===== config.mk =====
export PLATFORM = sky130hd
export DESIGN_NAME = cpu_memory
export DESIGN_NICKNAME = d
export VERILOG_FILES = /design/src/logic/cpu_isa_pkg.sv /design/src/logic/cpu_pipe_pkg.sv /design/src/logic/cpu_memory.sv
export VERILOG_INCLUDE_DIRS = /design/src /design/src/logic
export SDC_FILE = /design/constraint.sdc
export NUM_CORES = 2
export LEC_CHECK = 0
export BUFFER_PORTS_ARGS = -buffer_cell sky130_fd_sc_hd__buf_2
export CAP_MARGIN = 20
export CORE_UTILIZATION = 46
export CTS_CLUSTER_DIAMETER = 200
export DETAILED_ROUTE_END_ITERATION = 10
export GPL_TIMING_DRIVEN = 0
export REMOVE_ABC_BUFFERS = 1
export SLEW_MARGIN = 25
export SYNTH_ARGS = -nofsm -noshare
export SYNTH_HDL_FRONTEND = slang
export SYNTH_SLANG_ARGS = --single-unit

===== constraint.sdc =====
create_clock -name clk -period 5.63 [get_ports clk]
set_input_delay 0 -clock clk [delete_from_list [all_inputs] [get_ports clk]]
set_output_delay 0 -clock clk [all_outputs]
set_load 0.01 [all_outputs]

===== src/logic/cpu_consts.svh =====
`ifndef CPU_CONSTS_SVH
`define CPU_CONSTS_SVH

// datapath and instruction word width
`define CPU_DATA_W 16

// word counts of the two memories
`define CPU_IMEM_WORDS 256
`define CPU_DMEM_WORDS 256

// word index width, byte address bits [8:1]
`define CPU_ADDR_W 8

// byte address bit that routes a store to the output port
`define CPU_IO_BIT 15

`endif


===== src/logic/cpu_isa_pkg.sv =====
`include "cpu_consts.svh"

package cpu_isa_pkg;

  // 4-bit opcode field, unlisted codes are treated as no-op
  typedef enum logic [3:0] {
    OP_ADD = 4'h0,
    OP_SUB = 4'h1,
    OP_XOR = 4'h2,
    OP_SLL = 4'h4,
    OP_SRA = 4'h5,
    OP_ROR = 4'h6,
    OP_LW  = 4'h8,
    OP_SW  = 4'h9,
    OP_LLB = 4'hA,
    OP_HLT = 4'hF
  } opcode_e;

  // instruction word layout
  // rd is the data register for SW, {rs, rt_imm} is the LLB byte
  typedef struct packed {
    opcode_e    opcode;
    logic [3:0] rd;
    logic [3:0] rs;
    logic [3:0] rt_imm;
  } instr_t;

  // alu status, same bit order as the classic {V, N, Z}
  typedef struct packed {
    logic v;
    logic n;
    logic z;
  } flags_t;

endpackage


===== src/logic/cpu_pipe_pkg.sv =====
`include "cpu_consts.svh"

package cpu_pipe_pkg;

  // fetch to decode
  typedef struct packed {
    logic                valid;
    cpu_isa_pkg::instr_t instr;
  } if_id_t;

  // decode to execute, register values as read in decode
  typedef struct packed {
    logic                     valid;
    cpu_isa_pkg::opcode_e     op;
    logic [3:0]               rd;
    logic [3:0]               rs;
    logic [3:0]               rt;
    logic [`CPU_DATA_W-1:0]   rs_val;
    logic [`CPU_DATA_W-1:0]   rt_val;
    logic [`CPU_DATA_W-1:0]   imm;
    logic                     use_imm;
    logic                     reg_write;
    logic                     mem_read;
    logic                     mem_write;
  } id_ex_t;

  // execute to memory, result doubles as the byte address
  typedef struct packed {
    logic                   valid;
    logic [`CPU_DATA_W-1:0] result;
    logic [`CPU_DATA_W-1:0] store_data;
    logic [3:0]             rd;
    logic                   reg_write;
    logic                   mem_read;
    logic                   mem_write;
    logic                   is_halt;
  } ex_mem_t;

  // memory to writeback
  typedef struct packed {
    logic                   valid;
    logic [3:0]             rd;
    logic                   reg_write;
    logic [`CPU_DATA_W-1:0] result;
    logic                   is_halt;
  } mem_wb_t;

  // forwarding source, reg_write already qualified by valid
  typedef struct packed {
    logic [3:0]             rd;
    logic                   reg_write;
    logic [`CPU_DATA_W-1:0] value;
  } fwd_t;

  // output port write, low 15 bits of the byte address plus data
  typedef struct packed {
    logic [`CPU_IO_BIT-1:0] addr;
    logic [`CPU_DATA_W-1:0] data;
  } io_write_t;

endpackage


===== src/logic/cpu_memory.sv =====
`timescale 1ns/1ps
`include "cpu_consts.svh"

module cpu_memory (
  input  logic                    clk,
  input  logic                    rst_n,
  input  cpu_pipe_pkg::ex_mem_t   ex_mem,
  output cpu_pipe_pkg::fwd_t      mem_fwd,
  output cpu_pipe_pkg::fwd_t      wb_fwd,
  output logic                    io_valid,
  output cpu_pipe_pkg::io_write_t io_wr,
  output logic                    hlt
);

  logic [`CPU_DATA_W-1:0] dmem [`CPU_DMEM_WORDS];
  logic [`CPU_ADDR_W-1:0] word_idx;
  logic [`CPU_DATA_W-1:0] load_data;
  logic                   is_io;
  logic [`CPU_DATA_W-1:0] stage_value;
  cpu_pipe_pkg::mem_wb_t  mem_wb;

  assign word_idx = ex_mem.result[`CPU_ADDR_W:1];
  assign is_io    = ex_mem.result[`CPU_IO_BIT];

  // combinational read, feeds load-use forwarding in the same cycle
  assign load_data   = dmem[word_idx];
  assign stage_value = ex_mem.mem_read ? load_data : ex_mem.result;

  // high half of the address space goes to the output port instead
  always_ff @(posedge clk) begin
    if (ex_mem.valid && ex_mem.mem_write && !is_io) begin
      dmem[word_idx] <= ex_mem.store_data;
    end
  end

  // single cycle strobe, data held until the next port write
  always_ff @(posedge clk) begin
    if (!rst_n) begin
      io_valid <= 1'b0;
    end else begin
      io_valid <= ex_mem.valid && ex_mem.mem_write && is_io;
    end
  end

  always_ff @(posedge clk) begin
    if (ex_mem.valid && ex_mem.mem_write && is_io) begin
      io_wr.addr <= ex_mem.result[`CPU_IO_BIT-1:0];
      io_wr.data <= ex_mem.store_data;
    end
  end

  always_ff @(posedge clk) begin
    if (!rst_n) begin
      mem_wb <= '0;
    end else begin
      mem_wb.valid     <= ex_mem.valid;
      mem_wb.rd        <= ex_mem.rd;
      mem_wb.reg_write <= ex_mem.reg_write;
      mem_wb.result    <= stage_value;
      mem_wb.is_halt   <= ex_mem.is_halt;
    end
  end

  assign mem_fwd.rd        = ex_mem.rd;
  assign mem_fwd.reg_write = ex_mem.valid && ex_mem.reg_write;
  assign mem_fwd.value     = stage_value;

  // also the register file write port
  assign wb_fwd.rd        = mem_wb.rd;
  assign wb_fwd.reg_write = mem_wb.valid && mem_wb.reg_write;
  assign wb_fwd.value     = mem_wb.result;

  // sticky until reset, set as HLT retires
  always_ff @(posedge clk) begin
    if (!rst_n) begin
      hlt <= 1'b0;
    end else if (mem_wb.valid && mem_wb.is_halt) begin
      hlt <= 1'b1;
    end
  end

endmodule


==> results.tsv <==
metric	value	unit
Rel. slew slack	21.57	%
Reg power frac	52.4	%
Detail Route Antenna Nets	0	
worst-skew pair later-pin latency	0.97	ns
cell taking the most area after synthesis	edfxtp_1	
H-Tree Depth	5	
worst-case clock buffer depth	4	
placed cell area	0.1701	mm²
Die Height	590.7	µm
GP Congestion	0.8213	
R2R setup slack	1.24	ns
setup TNS	0	ns
busiest grt layer	met2	
Sw Pwr	0.01396	W
largest net degree at the start of global routing	125	
CP cell instances	dlygate4sd3_1 -> buf_6 -> buf_16 -> clkinv_1 -> nor2_1 -> nand2_1 -> a31oi_1 -> or4b_4 -> a31oi_1 -> nor2_1 -> buf_2	
DR pass1 iterations	6	
Yosys reg bits	4152	
Gate power share	5.3	%
Yosys top cell area share	77.74	%
Post-Synthesis Mean Instance Area	21.83	µm²
Synth warnings	0	
Initial Utilization	46.37	%
Pwr per Cell Area	352.0	mW/mm²
crit start category	primary input	
Worst setup EP type	output port	
total power	0.06495	W
unrepaired setup endpoints after global routing	no	
Hold Crit Depth	2	
Final #Nets	7733	
Synth area leaders	edfxtp_1 (78%), mux4_2 (13%), mux2i_1 (2.1%)	
grt total ovfl	0	
EDFF count, synth	4127	
die area	0.3489	mm²
Post-CTS Setup Inserts	0	
Area growth syn-to-layout	15.76	%
worst r2r src	dmem[58][14]$_DFFE_PP_	
fin crit share	99.44	%
Max Cap Viol	0	
Syn Inst Count	7302	
fin. max-slew vios	0	
Worst Tran Pin Value	1.166	ns
site row count	215	
CP Class	primary input to output port	
switching share of power	21.50	%
Post-route DRC	0	
CTS tree	yes	
CP required	5.63	ns
Routed Wire Length	458400	µm
Fin Clk Skew	0.05518	ns
Hold WC Path Type	primary input to register	
clock sinks	4152	
Root Driver	clkbuf_16	
crit-path max cell delay	0.90	ns
Max IR drop VDD	0.2564	mV
WHS Endpoint	io_wr[26]$_DFFE_PP_	
mapped cell area	0.1594	mm²
1st-iter DRT viols	10890	
# setup viols final	0	
core area	0.3438	mm²
post-synthesis sequential area ratio	78.05	%
GR Util met2	41.08	%
antenna violations before repair	36	
# port buffers	117	
FMAX	178.6	MHz
commonest non-fill, non-tap cell in the layout	edfxtp_1	
GRT Util Overall	26.11	%
ys async rst share	0	%
leading cell types in the layout, fill and taps excluded	edfxtp_1 (4127), mux4_2 (895), clkbuf_16 (422), mux2i_1 (339), a22oi_1 (239)	
vias in the first global route	78330	
drt wl/cell	36.38	µm
min Tclk post-route	5.599	ns
vias per inst	6.306	
met3 Usage GRT	5.177	%
clock slew seen by the registers of the worst setup and hold paths	0.05	ns
via count	79460	
Distinct cells, synth	76	
Reg-to-Reg End	wb_fwd[14]$_SDFF_PN0_	
CTS Buf Count	413	
Levels on crit path	11	
share of layout cells above drive strength 1	27.68	%
Static Leak	57.40	nW
crit path max fanout	27	
worst reg2reg path depth	8	
outcome	complete, no violations	
IO Pins	118	
die width	590.7	µm
family with the most delay on the worst path	buffers and inverters	
Top FF cell, synth	edfxtp_1	
DPL Wire Length	283800	µm
internal power	0.05099	W
clock power share	42.3	%
Finished Cell Area	0.1845	mm²
final hold vios	0	
Crit-path slowest cell	clkinv_1	
hold wc startpoint	ex_mem[34]	
met1 usage	35.72	%
crit path buf inv count	5	
Arr. time, crit path	5.60	ns
first-pass GRT wire length	631300	µm
## kinds of logic after synthesis
kind of cell	count (synthesis)	share of synthesized area (%)
DFF	4152	78.05
muxes	1243	14.84
and+or+nand+nor	793	2.359
AOI/OAI and AO/OA	650	2.979
buffers and inverters	464	1.772
## metal layers
metal  vias up  wire, µm
li1      31800         -
met1     42860    178000
met2      3997    216900
met3       793     40900
met4        16     22560
met5         -        98
## layout make-up
class	instances	area, µm²
Tap cell	4557	5702
Inverter	8	42.54
Multi-Input combinational cell	2686	34500
Timing Repair Buffer	429	6442
Fill cell	25940	159200
Clock buffer	518	10960
Sequential cell	4152	124400
Antenna cell	13	32.53
Clock inverter	239	2434
## sequential cells by signal, summed over array words and instances, names as in the netlist
signal    flops
wb_fwd       20
mem_wb        3
io_valid      1
dmem       4096
hlt           1
io_wr        31
## worst max path at each step
stage,slack (ns),endpoint,startpoint
2_1_floorplan,0.47,dmem[116][0]$_DFFE_PP_,ex_mem[28]
3_5_place_dp,-1.05,mem_fwd[3],ex_mem[25]
4_1_cts,0.007,mem_fwd[11],ex_mem[32]
3_3_place_gp,-53.63,wb_fwd[7]$_SDFF_PN0_,ex_mem[26]
6_report,0.03,mem_fwd[11],ex_mem[32]
5_1_grt,0.09,mem_fwd[5],ex_mem[25]
## cells in the mapped netlist, drive strengths merged, types with 5 or more instances
cell,instances
edfxtp,4127
mux4,895
nor2,355
mux2i,339
buf,291
a22oi,239
clkbuf,165
nand2,135
nand3,71
o22ai,64
nor3,61
a31oi,52
a22o,49
a221oi,48
o21ai,46
a21oi,42
nand4,34
dfxtp,25
nor4,22
and2,20
a211oi,18
and3,17
o22a,14
a2111oi,13
or4b,10
mux2,9
nor2b,8
o211ai,8
a211o,7
nand3b,7
o2111ai,7
inv,6
or3b,6
and4b,5
nand2b,5
nand4b,5
o221ai,5
## timing repair
item	in CTS	in global routing
endpoints found under the hold margin	3854	0
resized for setup	12	2
hold buffers	69	0
setup endpoints to repair	12	7
cloned	5	1
## per-stage QoR
step | utilization (%) | hold WS [ns] | instances | worst slack [ns]
final | 53.68 | 0.008112 | 12600 | 0.03142
after global routing | 53.67 | 0.03342 | 12590 | 0.09053
after CTS | 53.66 | 0.002243 | 12590 | 0.007034
after detailed placement | 49.49 | 0.1968 | 11760 | -1.052
after global placement | 47.39 | 0.1919 | 11520 | -53.63
after floorplan | - | 0 | 6846 | 0.4702
## power groups by stage
stage | registers (W) | logic, W | clock network, W
2_1_floorplan | 0.0347 | 0.00111 | 0
3_3_place_gp | 0.0348 | 0.00503 | 0
3_5_place_dp | 0.0347 | 0.00334 | 0
4_1_cts | 0.0340 | 0.00342 | 0.0278
5_1_grt | 0.0340 | 0.00353 | 0.0289
6_report | 0.0340 | 0.00343 | 0.0275
Power figures use the tool's default switching activity.
