## config.mk

```make
export PLATFORM = sky130hd
export DESIGN_NAME = cpu_fetch
export DESIGN_NICKNAME = d
export VERILOG_FILES = /design/src/logic/cpu_isa_pkg.sv /design/src/logic/cpu_pipe_pkg.sv /design/src/logic/cpu_fetch.sv
export VERILOG_INCLUDE_DIRS = /design/src /design/src/logic
export SDC_FILE = /design/constraint.sdc
export NUM_CORES = 2
export LEC_CHECK = 0
export ABC_AREA = 0
export BUFFER_PORTS_ARGS = -buffer_cell sky130_fd_sc_hd__buf_2
export CAP_MARGIN = 40
export CELL_PAD_IN_SITES_DETAIL_PLACEMENT = 1
export CELL_PAD_IN_SITES_GLOBAL_PLACEMENT = 2
export CORE_AREA = 2 2 746 748
export DETAILED_ROUTE_END_ITERATION = 8
export DIE_AREA = 0 0 748 750
export PLACE_DENSITY_LB_ADDON = 0.1
export SKIP_CTS_REPAIR_TIMING = 1
export SLEW_MARGIN = 10
export SYNTH_ARGS = -nofsm -noshare
export SYNTH_HDL_FRONTEND = slang
export SYNTH_SLANG_ARGS = --single-unit
```

## constraint.sdc

```tcl
create_clock -name clk -period 2.6 [get_ports clk]
set_input_delay 0.52 -clock clk [delete_from_list [all_inputs] [get_ports clk]]
set_output_delay 0.52 -clock clk [all_outputs]
set_load 0.005 [all_outputs]
```

## src/logic/cpu_consts.svh

```systemverilog
`ifndef CPU_CONSTS_SVH
`define CPU_CONSTS_SVH

// datapath and instruction word width
`define CPU_DATA_W 16

// word counts of the two memories
`define CPU_IMEM_WORDS 256
`define CPU_DMEM_WORDS 256

// word index width, byte address bits [8:1]
`define CPU_ADDR_W 8

// byte address bit that routes a store to the output port
`define CPU_IO_BIT 15

`endif

```

## src/logic/cpu_isa_pkg.sv

```systemverilog
`include "cpu_consts.svh"

package cpu_isa_pkg;

  // 4-bit opcode field, unlisted codes are treated as no-op
  typedef enum logic [3:0] {
    OP_ADD = 4'h0,
    OP_SUB = 4'h1,
    OP_XOR = 4'h2,
    OP_SLL = 4'h4,
    OP_SRA = 4'h5,
    OP_ROR = 4'h6,
    OP_LW  = 4'h8,
    OP_SW  = 4'h9,
    OP_LLB = 4'hA,
    OP_HLT = 4'hF
  } opcode_e;

  // instruction word layout
  // rd is the data register for SW, {rs, rt_imm} is the LLB byte
  typedef struct packed {
    opcode_e    opcode;
    logic [3:0] rd;
    logic [3:0] rs;
    logic [3:0] rt_imm;
  } instr_t;

  // alu status, same bit order as the classic {V, N, Z}
  typedef struct packed {
    logic v;
    logic n;
    logic z;
  } flags_t;

endpackage

```

## src/logic/cpu_pipe_pkg.sv

```systemverilog
`include "cpu_consts.svh"

package cpu_pipe_pkg;

  // fetch to decode
  typedef struct packed {
    logic                valid;
    cpu_isa_pkg::instr_t instr;
  } if_id_t;

  // decode to execute, register values as read in decode
  typedef struct packed {
    logic                     valid;
    cpu_isa_pkg::opcode_e     op;
    logic [3:0]               rd;
    logic [3:0]               rs;
    logic [3:0]               rt;
    logic [`CPU_DATA_W-1:0]   rs_val;
    logic [`CPU_DATA_W-1:0]   rt_val;
    logic [`CPU_DATA_W-1:0]   imm;
    logic                     use_imm;
    logic                     reg_write;
    logic                     mem_read;
    logic                     mem_write;
  } id_ex_t;

  // execute to memory, result doubles as the byte address
  typedef struct packed {
    logic                   valid;
    logic [`CPU_DATA_W-1:0] result;
    logic [`CPU_DATA_W-1:0] store_data;
    logic [3:0]             rd;
    logic                   reg_write;
    logic                   mem_read;
    logic                   mem_write;
    logic                   is_halt;
  } ex_mem_t;

  // memory to writeback
  typedef struct packed {
    logic                   valid;
    logic [3:0]             rd;
    logic                   reg_write;
    logic [`CPU_DATA_W-1:0] result;
    logic                   is_halt;
  } mem_wb_t;

  // forwarding source, reg_write already qualified by valid
  typedef struct packed {
    logic [3:0]             rd;
    logic                   reg_write;
    logic [`CPU_DATA_W-1:0] value;
  } fwd_t;

  // output port write, low 15 bits of the byte address plus data
  typedef struct packed {
    logic [`CPU_IO_BIT-1:0] addr;
    logic [`CPU_DATA_W-1:0] data;
  } io_write_t;

endpackage

```

## src/logic/cpu_fetch.sv

```systemverilog
`timescale 1ns/1ps
`include "cpu_consts.svh"

module cpu_fetch (
  input  logic                    clk,
  input  logic                    rst_n,
  input  logic                    prog_we,
  input  logic [`CPU_ADDR_W-1:0]  prog_addr,
  input  logic [`CPU_DATA_W-1:0]  prog_data,
  input  logic                    halt_seen,
  output logic [`CPU_DATA_W-1:0]  pc,
  output cpu_pipe_pkg::if_id_t    if_id
);

  logic [`CPU_DATA_W-1:0] imem [`CPU_IMEM_WORDS];
  logic                   halted;
  logic                   stop;
  logic [`CPU_DATA_W-1:0] fetch_word;

  // program load only while the core sits in reset
  always_ff @(posedge clk) begin
    if (!rst_n && prog_we) begin
      imem[prog_addr] <= prog_data;
    end
  end

  // word index is the byte pc without its low bit
  assign fetch_word = imem[pc[`CPU_ADDR_W:1]];

  // decode flags HLT one cycle before the latch catches it,
  // so the pc after HLT is never passed
  assign stop = halted | halt_seen;

  always_ff @(posedge clk) begin
    if (!rst_n) begin
      halted <= 1'b0;
    end else if (halt_seen) begin
      halted <= 1'b1;
    end
  end

  always_ff @(posedge clk) begin
    if (!rst_n) begin
      pc <= '0;
    end else if (!stop) begin
      pc <= pc + `CPU_DATA_W'(2);
    end
  end

  // bubbles behind HLT
  always_ff @(posedge clk) begin
    if (!rst_n || stop) begin
      if_id <= '0;
    end else begin
      if_id.valid <= 1'b1;
      if_id.instr <= cpu_isa_pkg::instr_t'(fetch_word);
    end
  end

endmodule

```

==> run summary <==
Measured in cells, the most critical reg-to-reg path has a length of 11. The tools report the global-route wire length before repair as 806.0 mm. Setup repair after global routing could not meet its margin everywhere. The Yosys step of the flow raised 0 warnings.

Following the worst setup path forward leads to its endpoint at if_id[11]. The fraction of synthesized cell area taken by the top area cell type was 76.88%; the share of flip-flops with an asynchronous set or reset after synthesis was 0%. The clock drives 4137 sinks. The tools report the type of element launching the critical path as a flop. The sequential fraction of the synthesis area was 77.39%.

Clock latency on the worst-skew pair, taken at its later pin, is 1070 ps. Summed over all nets, the switching power comes to 34.08 mW. The logs give -433.0 ps for the worst path setup slack after routing and 20.98% for the global router's overall resource usage. The die height was 750 um; the average wire per standard cell was 36.01 um.

TritonCTS built the clock tree. The internal portion of the total power is 115.3 mW. The total congestion overflow after global routing came out at 0. The routed design could run at a clock period as short as 3033 ps. In this run the count of I/O pins placed on the die edge is 61.

Entering global routing, the biggest net connects 102 pins. The final core utilization is 36.81%, and the HPWL after detailed placement is 412.3 mm. The instance area at placement was 183800 um^2.

The global placer's final weighted congestion was 0.8532. The remaining design rule violation count was 0. The area growth from synthesis to final layout was 27.47%; the H-tree depth was 5.

The tools report the number of antenna violations at the first check in global routing as 85. Reg-to-reg critical path endpoint: if_id[11]. Static timing analysis puts the maximum clock frequency at 329.7 MHz. Final hold analysis gives a worst-case slack of 19.62 ps. The tools report the number of nets with antenna violations after detailed routing as 0. Actual slew at the worst max-slew pin: 887.9 ps. At the worst endpoint, the arrival time is 3980 ps. The final route contains 85670 vias. The net total in the final layout is 9260. Net switching is 22.81% of the power. In this run the tool buffered the top-level ports with 59 buffer cells. The tools report the total length of routed wires as 610.9 mm. Using the TritonRoute via totals, the vias-per-cell ratio works out to 5.049. Counting every net in the synthesized netlist gives 7499.

No sink is reached through more buffers than the 4 on the longest clock path. In the final layout, the share of cells above drive strength 1 is 38.20%. The total die area was 561000 um^2.

The post-route fraction of the period consumed by the critical path works out to 116.7%. CTS placed an instance of sky130_fd_sc_hd__clkbuf_16 at the clock tree root. The number of different library cells in the post-synthesis netlist is 84.

The tools report the sequential fraction of design power as 49.2%. The cell count after synthesis came out at 7470. The run finished, with violations left.

The primary flip-flop cell chosen by synthesis mapping is sky130_fd_sc_hd__edfxtp_1. After synthesis, the most frequently instantiated cells are sky130_fd_sc_hd__edfxtp_1 (4096), sky130_fd_sc_hd__mux4_2 (752), sky130_fd_sc_hd__mux2i_1 (392). The relative max-transition margin is 40.35%.

In this run the worst path has a maximum fanout of 36. The mapped netlist covers 160000 um^2. For the iteration-0 DRC count of the detailed router, the log shows 8968. Ranked by total cell area, the synthesized netlist is headed by sky130_fd_sc_hd__edfxtp_1 (77%), sky130_fd_sc_hd__mux4_2 (11%), sky130_fd_sc_hd__mux2i_1 (2.5%), sky130_fd_sc_hd__mux4_1 (1.2%), sky130_fd_sc_hd__nor2_1 (0.89%). Per report_power, the combinational group accounts for 7.2% of the total. The data required time of the critical path came out at 3550 ps. The total area inside the core boundary comes to 554000 um^2.

In this run the power density over the cells is 732.7 nW/um^2. Across the routed clock network, the largest skew measured is 122.7 ps. The kind of end point of the critical path was a flop.

The checks that failed: setup timing. Type of the most critical hold path: in -> reg. The clock transition time at the flip-flop clock pins of the worst setup and hold paths was 70 ps. The synthesized design spends more area on one cell type than any other, namely sky130_fd_sc_hd__edfxtp_1. The analysis attributes to cell leakage a power of 64.06 nW. Setup violations remaining at the end of the flow were counted as 16.

The mean area per synthesized cell was 21.42 um^2; the initial core utilization was 28.88%. The critical path is of the reg -> reg type. The die is 748 um wide. The tools report the number of search-and-repair iterations in the first detailed-routing pass as 5. The slack of the worst reg-to-reg path is -430 ps, and the total count of max-transition violations in the final report is 0. The logs give 88600 for the number of global-route vias before repair and 0 for the final-report hold violation count. The clock buffer count from CTS came out at 467. The logs give 0.0006501 V for the worst supply voltage drop on vdd and 274 for the standard-cell row count. The total non-filler cell area in the finished layout was 203900 um^2; the power consumption was 149.4 mW. Max-cap violations in this run came to 0. Counting flops with a built-in enable in the synthesized netlist gives 4096.

The synthesized design contains 4137 register bits. The most frequently used cell type in the post-synthesis netlist was sky130_fd_sc_hd__edfxtp_1. The clock network is responsible for 43.6% of the overall power.
## logic make-up (layout without fill, tap and decap cells)
group | after synthesis | after routing | synth area share, %
and+or+nand+nor | 874 | 874 | 2.579
DFF | 4137 | 4137 | 77.39
buffers and inverters | 447 | 2596 | 2.168
muxes | 1265 | 1265 | 14.59
other | 1 | 35 | 0.002344
xor gates and xnor gates | 9 | 9 | 0.04927
adders and majority gates | 1 | 1 | 0.007819
AOI/OAI and AO/OA | 736 | 736 | 3.212
## power groups by stage
stage / combinational, mW / sequential, mW / clock (mW)
global placement: 9.49 / 74.8 / 0
detailed placement: 9.59 / 74.8 / 0
global route: 11.3 / 73.4 / 69.2
finish: 10.8 / 73.4 / 65.2
CTS: 9.61 / 73.4 / 66.8
floorplan: 4.97 / 74.8 / 0
## cell usage in the layout (no fill, tap or decap), drive strengths merged, types with 13 or more instances in the layout
cell type    instances
mux2                47
a221oi              22
buf               1690
nor2               380
mux2i              392
nor3                85
and2                21
dlygate4sd3         15
edfxtp            4096
clkbuf             610
inv                 13
a21oi               78
mux4               826
o22ai              173
diode               34
nand2              108
nand3              104
bufinv              40
o21ai              124
and3                16
nor4                50
clkinv             216
nand4               37
dfxtp               41
a211oi              25
o32ai               26
o221ai             124
a2111oi             20
a22oi               79
nor2b               13
## state kept, by name, indices dropped and copies added (netlist names), named ones only
signal / count
if_id: 17
imem: 4096
halted: 1
pc: 15
## worst max-delay path: stages (launching register included)
cell                       delay, ps
sky130_fd_sc_hd__dfxtp_4         400
sky130_fd_sc_hd__buf_12          130
sky130_fd_sc_hd__buf_4           110
sky130_fd_sc_hd__nand2b_4        110
sky130_fd_sc_hd__buf_12          180
sky130_fd_sc_hd__buf_12          170
sky130_fd_sc_hd__o221ai_2        400
sky130_fd_sc_hd__nor3_2          110
sky130_fd_sc_hd__nor4_4          460
sky130_fd_sc_hd__o211ai_1        290
sky130_fd_sc_hd__buf_4           270
sky130_fd_sc_hd__o22ai_2         110
## layout make-up
type / count / area (um^2)
clock buffer: 580 / 12240
inverter: 3 / 16.27
fill: 53400 / 350100
antenna: 34 / 85.08
timing repair buffer: 1736 / 20550
sequential: 4137 / 123900
tap: 7314 / 9151
multi-input combinational: 2886 / 35330
clock inverter: 277 / 2724
## through the flow
| step | worst slack, ps | TNS [ps] | instances |
|---|---|---|---|
| 2_1_floorplan | -248.0 | -237870 | 7470 |
| 3_3_place_gp | -1629 | -24480 | 15840 |
| 3_5_place_dp | -1285 | -22710 | 15850 |
| 4_1_cts | -1286 | -16160 | 16710 |
| 5_1_grt | -473.0 | -6502 | 16940 |
| 6_report | -433.0 | -5626 | 16970 |
## layer usage
| metal | global-route usage, % | wire length, um | vias to the layer above |
|---|---|---|---|
| met5 | 0 | 77 | - |
| met4 | 4.223 | 15150 | 12 |
| met1 | 29.91 | 270700 | 47360 |
| met3 | 2.871 | 34710 | 624 |
| li1 | - | - | 35280 |
| met2 | 34.39 | 290300 | 2389 |
## worst min path at each step
stage,startpoint,endpoint,slack [ps],cells after the start
after floorplan,pc[15],pc[15],480,2
after global placement,pc[15],pc[15],480,2
after detailed placement,pc[15],pc[15],500,2
after CTS,rst_n,halted,-300,2
after global routing,halt_seen,halted,20,4
final,halt_seen,halted,20,4
Note: power is estimated with default switching activity, not from simulation.
