`src/logic/cpu_consts.svh`:
```
`ifndef CPU_CONSTS_SVH
`define CPU_CONSTS_SVH

// datapath and instruction word width
`define CPU_DATA_W 16

// word counts of the two memories
`define CPU_IMEM_WORDS 256
`define CPU_DMEM_WORDS 256

// word index width, byte address bits [8:1]
`define CPU_ADDR_W 8

// byte address bit that routes a store to the output port
`define CPU_IO_BIT 15

`endif

```
`src/logic/cpu_isa_pkg.sv`:
```
`include "cpu_consts.svh"

package cpu_isa_pkg;

  // 4-bit opcode field, unlisted codes are treated as no-op
  typedef enum logic [3:0] {
    OP_ADD = 4'h0,
    OP_SUB = 4'h1,
    OP_XOR = 4'h2,
    OP_SLL = 4'h4,
    OP_SRA = 4'h5,
    OP_ROR = 4'h6,
    OP_LW  = 4'h8,
    OP_SW  = 4'h9,
    OP_LLB = 4'hA,
    OP_HLT = 4'hF
  } opcode_e;

  // instruction word layout
  // rd is the data register for SW, {rs, rt_imm} is the LLB byte
  typedef struct packed {
    opcode_e    opcode;
    logic [3:0] rd;
    logic [3:0] rs;
    logic [3:0] rt_imm;
  } instr_t;

  // alu status, same bit order as the classic {V, N, Z}
  typedef struct packed {
    logic v;
    logic n;
    logic z;
  } flags_t;

endpackage

```
`src/logic/cpu_pipe_pkg.sv`:
```
`include "cpu_consts.svh"

package cpu_pipe_pkg;

  // fetch to decode
  typedef struct packed {
    logic                valid;
    cpu_isa_pkg::instr_t instr;
  } if_id_t;

  // decode to execute, register values as read in decode
  typedef struct packed {
    logic                     valid;
    cpu_isa_pkg::opcode_e     op;
    logic [3:0]               rd;
    logic [3:0]               rs;
    logic [3:0]               rt;
    logic [`CPU_DATA_W-1:0]   rs_val;
    logic [`CPU_DATA_W-1:0]   rt_val;
    logic [`CPU_DATA_W-1:0]   imm;
    logic                     use_imm;
    logic                     reg_write;
    logic                     mem_read;
    logic                     mem_write;
  } id_ex_t;

  // execute to memory, result doubles as the byte address
  typedef struct packed {
    logic                   valid;
    logic [`CPU_DATA_W-1:0] result;
    logic [`CPU_DATA_W-1:0] store_data;
    logic [3:0]             rd;
    logic                   reg_write;
    logic                   mem_read;
    logic                   mem_write;
    logic                   is_halt;
  } ex_mem_t;

  // memory to writeback
  typedef struct packed {
    logic                   valid;
    logic [3:0]             rd;
    logic                   reg_write;
    logic [`CPU_DATA_W-1:0] result;
    logic                   is_halt;
  } mem_wb_t;

  // forwarding source, reg_write already qualified by valid
  typedef struct packed {
    logic [3:0]             rd;
    logic                   reg_write;
    logic [`CPU_DATA_W-1:0] value;
  } fwd_t;

  // output port write, low 15 bits of the byte address plus data
  typedef struct packed {
    logic [`CPU_IO_BIT-1:0] addr;
    logic [`CPU_DATA_W-1:0] data;
  } io_write_t;

endpackage

```
`src/logic/cpu_decode.sv`:
```
`timescale 1ns/1ps
`include "cpu_consts.svh"

module cpu_decode (
  input  logic                  clk,
  input  logic                  rst_n,
  input  cpu_pipe_pkg::if_id_t  if_id,
  input  cpu_pipe_pkg::fwd_t    wb_fwd,
  output cpu_pipe_pkg::id_ex_t  id_ex,
  output logic                  halt_seen
);

  cpu_isa_pkg::instr_t    instr;
  logic [3:0]             rt_sel;
  logic [`CPU_DATA_W-1:0] rs_val;
  logic [`CPU_DATA_W-1:0] rt_val;
  cpu_pipe_pkg::id_ex_t   id_ex_d;

  assign instr = if_id.instr;

  // SW reads its data register through the rt port
  assign rt_sel = (instr.opcode == cpu_isa_pkg::OP_SW) ? instr.rd : instr.rt_imm;

  // stops fetch right away, IF/ID behind it becomes a bubble
  assign halt_seen = if_id.valid && (instr.opcode == cpu_isa_pkg::OP_HLT);

  cpu_regfile cpu_regfile_inst (
    .clk     (clk),
    .rst_n   (rst_n),
    .rs      (instr.rs),
    .rt      (rt_sel),
    .wr_en   (wb_fwd.reg_write),
    .wr_addr (wb_fwd.rd),
    .wr_data (wb_fwd.value),
    .rs_val  (rs_val),
    .rt_val  (rt_val)
  );

  always_comb begin
    id_ex_d        = '0;
    id_ex_d.op     = instr.opcode;
    id_ex_d.rd     = instr.rd;
    id_ex_d.rs     = instr.rs;
    id_ex_d.rt     = rt_sel;
    id_ex_d.rs_val = rs_val;
    id_ex_d.rt_val = rt_val;
    case (instr.opcode)
      cpu_isa_pkg::OP_ADD, cpu_isa_pkg::OP_SUB, cpu_isa_pkg::OP_XOR: begin
        id_ex_d.valid     = if_id.valid;
        id_ex_d.reg_write = 1'b1;
      end
      // shift amount straight from the low nibble
      cpu_isa_pkg::OP_SLL, cpu_isa_pkg::OP_SRA, cpu_isa_pkg::OP_ROR: begin
        id_ex_d.valid     = if_id.valid;
        id_ex_d.reg_write = 1'b1;
        id_ex_d.use_imm   = 1'b1;
        id_ex_d.imm       = {12'h000, instr.rt_imm};
      end
      // word offset, sign extended then doubled to a byte offset
      cpu_isa_pkg::OP_LW, cpu_isa_pkg::OP_SW: begin
        id_ex_d.valid     = if_id.valid;
        id_ex_d.reg_write = (instr.opcode == cpu_isa_pkg::OP_LW);
        id_ex_d.mem_read  = (instr.opcode == cpu_isa_pkg::OP_LW);
        id_ex_d.mem_write = (instr.opcode == cpu_isa_pkg::OP_SW);
        id_ex_d.use_imm   = 1'b1;
        id_ex_d.imm       = {{11{instr.rt_imm[3]}}, instr.rt_imm, 1'b0};
      end
      cpu_isa_pkg::OP_LLB: begin
        id_ex_d.valid     = if_id.valid;
        id_ex_d.reg_write = 1'b1;
        id_ex_d.use_imm   = 1'b1;
        id_ex_d.imm       = {8'h00, instr.rs, instr.rt_imm};
      end
      // HLT rides down the pipe with no side effects
      cpu_isa_pkg::OP_HLT: id_ex_d.valid = if_id.valid;
      default: id_ex_d.valid = 1'b0;
    endcase
  end

  always_ff @(posedge clk) begin
    if (!rst_n) begin
      id_ex <= '0;
    end else begin
      id_ex <= id_ex_d;
    end
  end

endmodule

```
`src/logic/cpu_regfile.sv`:
```
`timescale 1ns/1ps
`include "cpu_consts.svh"

module cpu_regfile (
  input  logic                   clk,
  input  logic                   rst_n,
  input  logic [3:0]             rs,
  input  logic [3:0]             rt,
  input  logic                   wr_en,
  input  logic [3:0]             wr_addr,
  input  logic [`CPU_DATA_W-1:0] wr_data,
  output logic [`CPU_DATA_W-1:0] rs_val,
  output logic [`CPU_DATA_W-1:0] rt_val
);

  logic [`CPU_DATA_W-1:0] regs [16];
  logic                   wr_live;

  // writes to r0 are dropped so it stays zero
  assign wr_live = wr_en && (wr_addr != 4'd0);

  always_ff @(posedge clk) begin
    if (!rst_n) begin
      for (int i = 0; i < 16; i++) begin
        regs[i] <= '0;
      end
    end else if (wr_live) begin
      regs[wr_addr] <= wr_data;
    end
  end

  // write-through, decode sees the value retiring this cycle
  assign rs_val = (wr_live && wr_addr == rs) ? wr_data : regs[rs];
  assign rt_val = (wr_live && wr_addr == rt) ? wr_data : regs[rt];

endmodule

```
`config.mk`:
```
export PLATFORM = sky130hd
export DESIGN_NAME = cpu_decode
export DESIGN_NICKNAME = d
export VERILOG_FILES = /design/src/logic/cpu_isa_pkg.sv /design/src/logic/cpu_pipe_pkg.sv /design/src/logic/cpu_decode.sv /design/src/logic/cpu_regfile.sv
export VERILOG_INCLUDE_DIRS = /design/src /design/src/logic
export SDC_FILE = /design/constraint.sdc
export NUM_CORES = 1
export LEC_CHECK = 0
export BUFFER_PORTS_ARGS = -buffer_cell sky130_fd_sc_hd__buf_2
export CAP_MARGIN = 15
export CORE_MARGIN = 2
export CORE_UTILIZATION = 40
export DETAILED_ROUTE_END_ITERATION = 8
export HOLD_SLACK_MARGIN = 0.08
export PLACE_DENSITY = 0.54
export SLEW_MARGIN = 30
export SYNTH_ARGS = -nofsm -noshare
export SYNTH_HDL_FRONTEND = slang
export SYNTH_HIERARCHICAL = 1
export SYNTH_SLANG_ARGS = --single-unit
export TNS_END_PERCENT = 20
```
`constraint.sdc`:
```
create_clock -name clk -period 3.5 [get_ports clk]
set_clock_uncertainty 0.15 [all_clocks]
set_input_delay 0.35 -clock clk [delete_from_list [all_inputs] [get_ports clk]]
set_output_delay 0.35 -clock clk [all_outputs]
set_load 0.03 [all_outputs]
```
==> results.py <==
metrics = {
    "synth": {
        "syn-mean-instance-area_um2": 15.2,
        "synth.top_cell.area_share_pct": 47.7,
        "synth_area_leaders": "edfxtp_1 48%, mux4_2 18%, and2_1 11%",
        "yosys.cell_count.top_type": "and2_1",
        "synth_sequential_area_ratio_pct": 55.4,
        "synth.largest_area_cell": "edfxtp_1",
        "synth.distinct_cells": 39,
        "synth_async_sr_flop_share_pct": 0,
        "postSynth.topFlopCell": "edfxtp_1",
        "instance_count_of_the_mapped_netlist": 1057,
        "yosysWarnings": 6,
        "synth.ff_latch_count": 318,
        "number_of_enable_type_register_cells_in_the_synthesized_netlist": 256,
        "post_synth_most_frequent_cells": "289 x and2_1, 256 x edfxtp_1, 128 x mux4_2",
        "synthesis.area_mm2": 0.0161,
    },
    "routing": {
        "met2RoutedLength_mm": 21.7,
        "detail_route.wirelength_mm": 44.9,
        "route.detailed.drc": 0,
        "routed-wl-met3_mm": 2.45,
        "antenna_violating_nets_post_route": 0,
        "detail_route.iter0.violations": 704,
        "drt_first_pass_iters": 5,
        "route.detailed.vias_per_inst": 5.34,
        "detailroute.via_count": 9380,
        "routedLengthMet1_mm": 20.0,
        "routed_wire_length_per_instance_um": 25.6,
        "highest_layer": "met4",
    },
    "job": {
        "timing.max_cap.violations": 0,
    },
    "clock_network": {
        "cts-root-buf": "clkbuf_16",
        "cts-buffers-inserted": 37,
        "postCtsSetupRepairBufs": 0,
        "insertion_delay_ns": 0.54,
        "cts_sinks": 318,
        "htree_levels": 2,
        "clk_path_buf_depth": 3,
        "clkSlewWorstSetupHoldPaths_ns": 0.06,
        "cts_tree": "built",
    },
    "timing": {
        "fin_setup_tns_ns": 0,
        "worst_slack_ns": 0.264,
        "max_slew.worst_pin.slew_ns": 0.896,
        "timing.slew.headroom_pct": 40.2,
        "min_period_ns": 3.24,
        "final_max_tran_viols": 0,
        "report.final.setup_viol": 0,
        "grt_setup_unrepaired": "no",
        "fmax_mhz": 309,
        "final_hold_viol_count": 0,
        "final_worst_path_cycle_share_pct": 92.5,
    },
    "critical_path": {
        "timing.critical_path.from": "if_id[15]",
        "critPathLaunchType": "input port",
        "worst_ep_arrival_time_ns": 3.51,
        "ff2ff_setup_slack_ns": 1.33,
        "worstReg2RegEnd": "id_ex[50]$_SDFF_PN0_",
        "cp_max_fo": 18,
        "depth_of_the_most_critical_reg_to_reg_path": 5,
        "timing.critical_path.to_type": "register",
        "crit_type": "in2reg",
        "r2r-start": "cpu_regfile_inst/regs[4][14]$_SDFFCE_PN0P_",
        "worstPathRequired_ns": 3.77,
    },
    "finish": {
        "fillers": 3407,
        "register_area_mm2": 0.00893,
        "synthToLayoutAreaGrowth_pct": 17.9,
        "post-route-cell-area_mm2": 0.0190,
        "nNetsFinal": 1241,
        "share_of_cells_above_drive_strength_1_pct": 33.7,
        "multi_input_area_mm2": 0.00679,
    },
    "floorplan": {
        "floorplan.initialDensity_pct": 40.6,
        "ios": 110,
        "core_area_mm2": 0.0397,
        "horizontal_die_dimension_um": 205,
        "placement_rows": 73,
        "floorplan.die.height_um": 205,
        "die-area_mm2": 0.0419,
    },
    "pwr": {
        "pwr-share-clk_pct": 42.6,
        "switching_share_pct": 24.1,
        "vdd.ir_drop.worst_uv": 257,
        "total_leakage_power_uw": 0.00715,
        "pwr-share-seq_pct": 44.4,
        "internal_portion_of_total_power_uw": 7600,
        "power_uw": 10000,
        "p_sw_uw": 2420,
        "power_frac_comb_pct": 13.0,
        "power_per_cell_area_mw_per_mm2": 527,
    },
    "grt": {
        "grt_start_max_net_pins": 64,
        "grt-ovfl-total": 0,
        "global_route.usage.total_pct": 22.1,
        "first_global_vias": 9714,
        "grt_pass1_wl_mm": 66.6,
        "grt_antenna_before_repair": 2,
    },
    "worst_hold_path": {
        "min_path_type": "in2reg",
        "hold_end": "id_ex[10]$_SDFF_PN0_",
        "worstHoldPathCells": 3,
        "hold_path_start": "if_id[6]",
    },
    "placed_design": {
        "placement.setup.worst_slack_ns": 0.272,
        "place_congestion": 0.823,
        "placement.cell_area_mm2": 0.0175,
        "io_buffers": 109,
        "dp_hpwl_mm": 29.9,
    },
    "status": {
        "outcome": "finished clean",
    },
}
## worst max path at each step
stage / endpoint / slack (ns) / cells after the start
after floorplan: id_ex[25]$_SDFF_PN0_ / 0.81 / 9
after global placement: id_ex[28]$_SDFF_PN0_ / 0.26 / 10
after detailed placement: id_ex[28]$_SDFF_PN0_ / 0.27 / 10
after CTS: id_ex[28]$_SDFF_PN0_ / 0.29 / 11
after global routing: id_ex[29]$_SDFF_PN0_ / 0.13 / 10
final: id_ex[28]$_SDFF_PN0_ / 0.26 / 11
## stage by stage
stage | hold WS (ns) | std cells | util, %
2_1_floorplan | 0.272 | 1072 | -
3_3_place_gp | 0.431 | 1672 | 44.0
3_5_place_dp | 0.426 | 1672 | 44.0
4_1_cts | 0.137 | 1755 | 47.8
5_1_grt | 0.174 | 1755 | 47.8
6_report | 0.157 | 1756 | 47.8
## layout make-up
cell class	count	share of cell area, %
clock buffer	52	5.73
sequential	318	47.0
antenna	1	0.0132
inverter	2	0.0395
tap	525	3.46
multi-input combinational	658	35.7
timing repair buffer	184	6.65
clock inverter	16	1.39
## cells by family (layout without fill, tap and decap cells)
| kind of cell | after synthesis | count (layout) | synth area share, % |
|---|---|---|---|
| AOI/OAI and AO/OA | 21 | 21 | 0.831 |
| buffers and inverters | 96 | 254 | 3.19 |
| muxes | 260 | 260 | 26.5 |
| xor gates and xnor gates | 10 | 10 | 0.544 |
| and+or+nand+nor | 351 | 351 | 13.5 |
| other | 1 | 17 | 0.0233 |
| DFF | 318 | 318 | 55.4 |
## placed cells by master, fill, tap and decap left out, types with 9 or more instances in the layout
master,instances
dfxtp_1,62
nor2_1,11
mux2_2,32
and2_1,289
edfxtp_1,256
clkbuf_16,39
buf_2,107
nand2_1,16
mux2i_1,96
xnor2_1,9
mux4_2,128
nand2b_1,9
conb_1,16
buf_4,53
buf_12,9
dlygate4sd3_1,15
## timing repair
item                                    in CTS  in global routing
resized for setup                            0                  0
hold buffers                                15                  0
endpoints found under the setup margin       0                  0
hold endpoints to repair                    21                  0
## worst max-delay path: stages
cell and delay [ns]:
dlygate4sd3_1 0.51, buf_2 0.22, and4bb_4 0.32, mux2_4 0.29, buf_12 0.22, buf_4 0.21
mux4_2 0.50, mux2i_1 0.31, mux2i_1 0.12, mux2_2 0.27, and2_1 0.16
## power groups by stage
stage | logic [uW] | registers [uW] | clock network (uW)
after global routing | 1390 | 4470 | 4510
final | 1300 | 4450 | 4270
after CTS | 1310 | 4440 | 4350
after detailed placement | 1290 | 4520 | 0
after global placement | 1290 | 4520 | 0
after floorplan | 759 | 4600 | 0
## registers in the layout, summed over array words and instances, names as in the netlist
name	count
id_ex	62
cpu_regfile_inst/regs	256
## metal layers
metal  up-vias  GRT usage (%)
li1       4238              -
met1      4815           30.7
met2       282           36.9
met3        45           3.17
met4         0           5.02
met5         -              0
No activity file was read; power rests on OpenSTA's default activity.
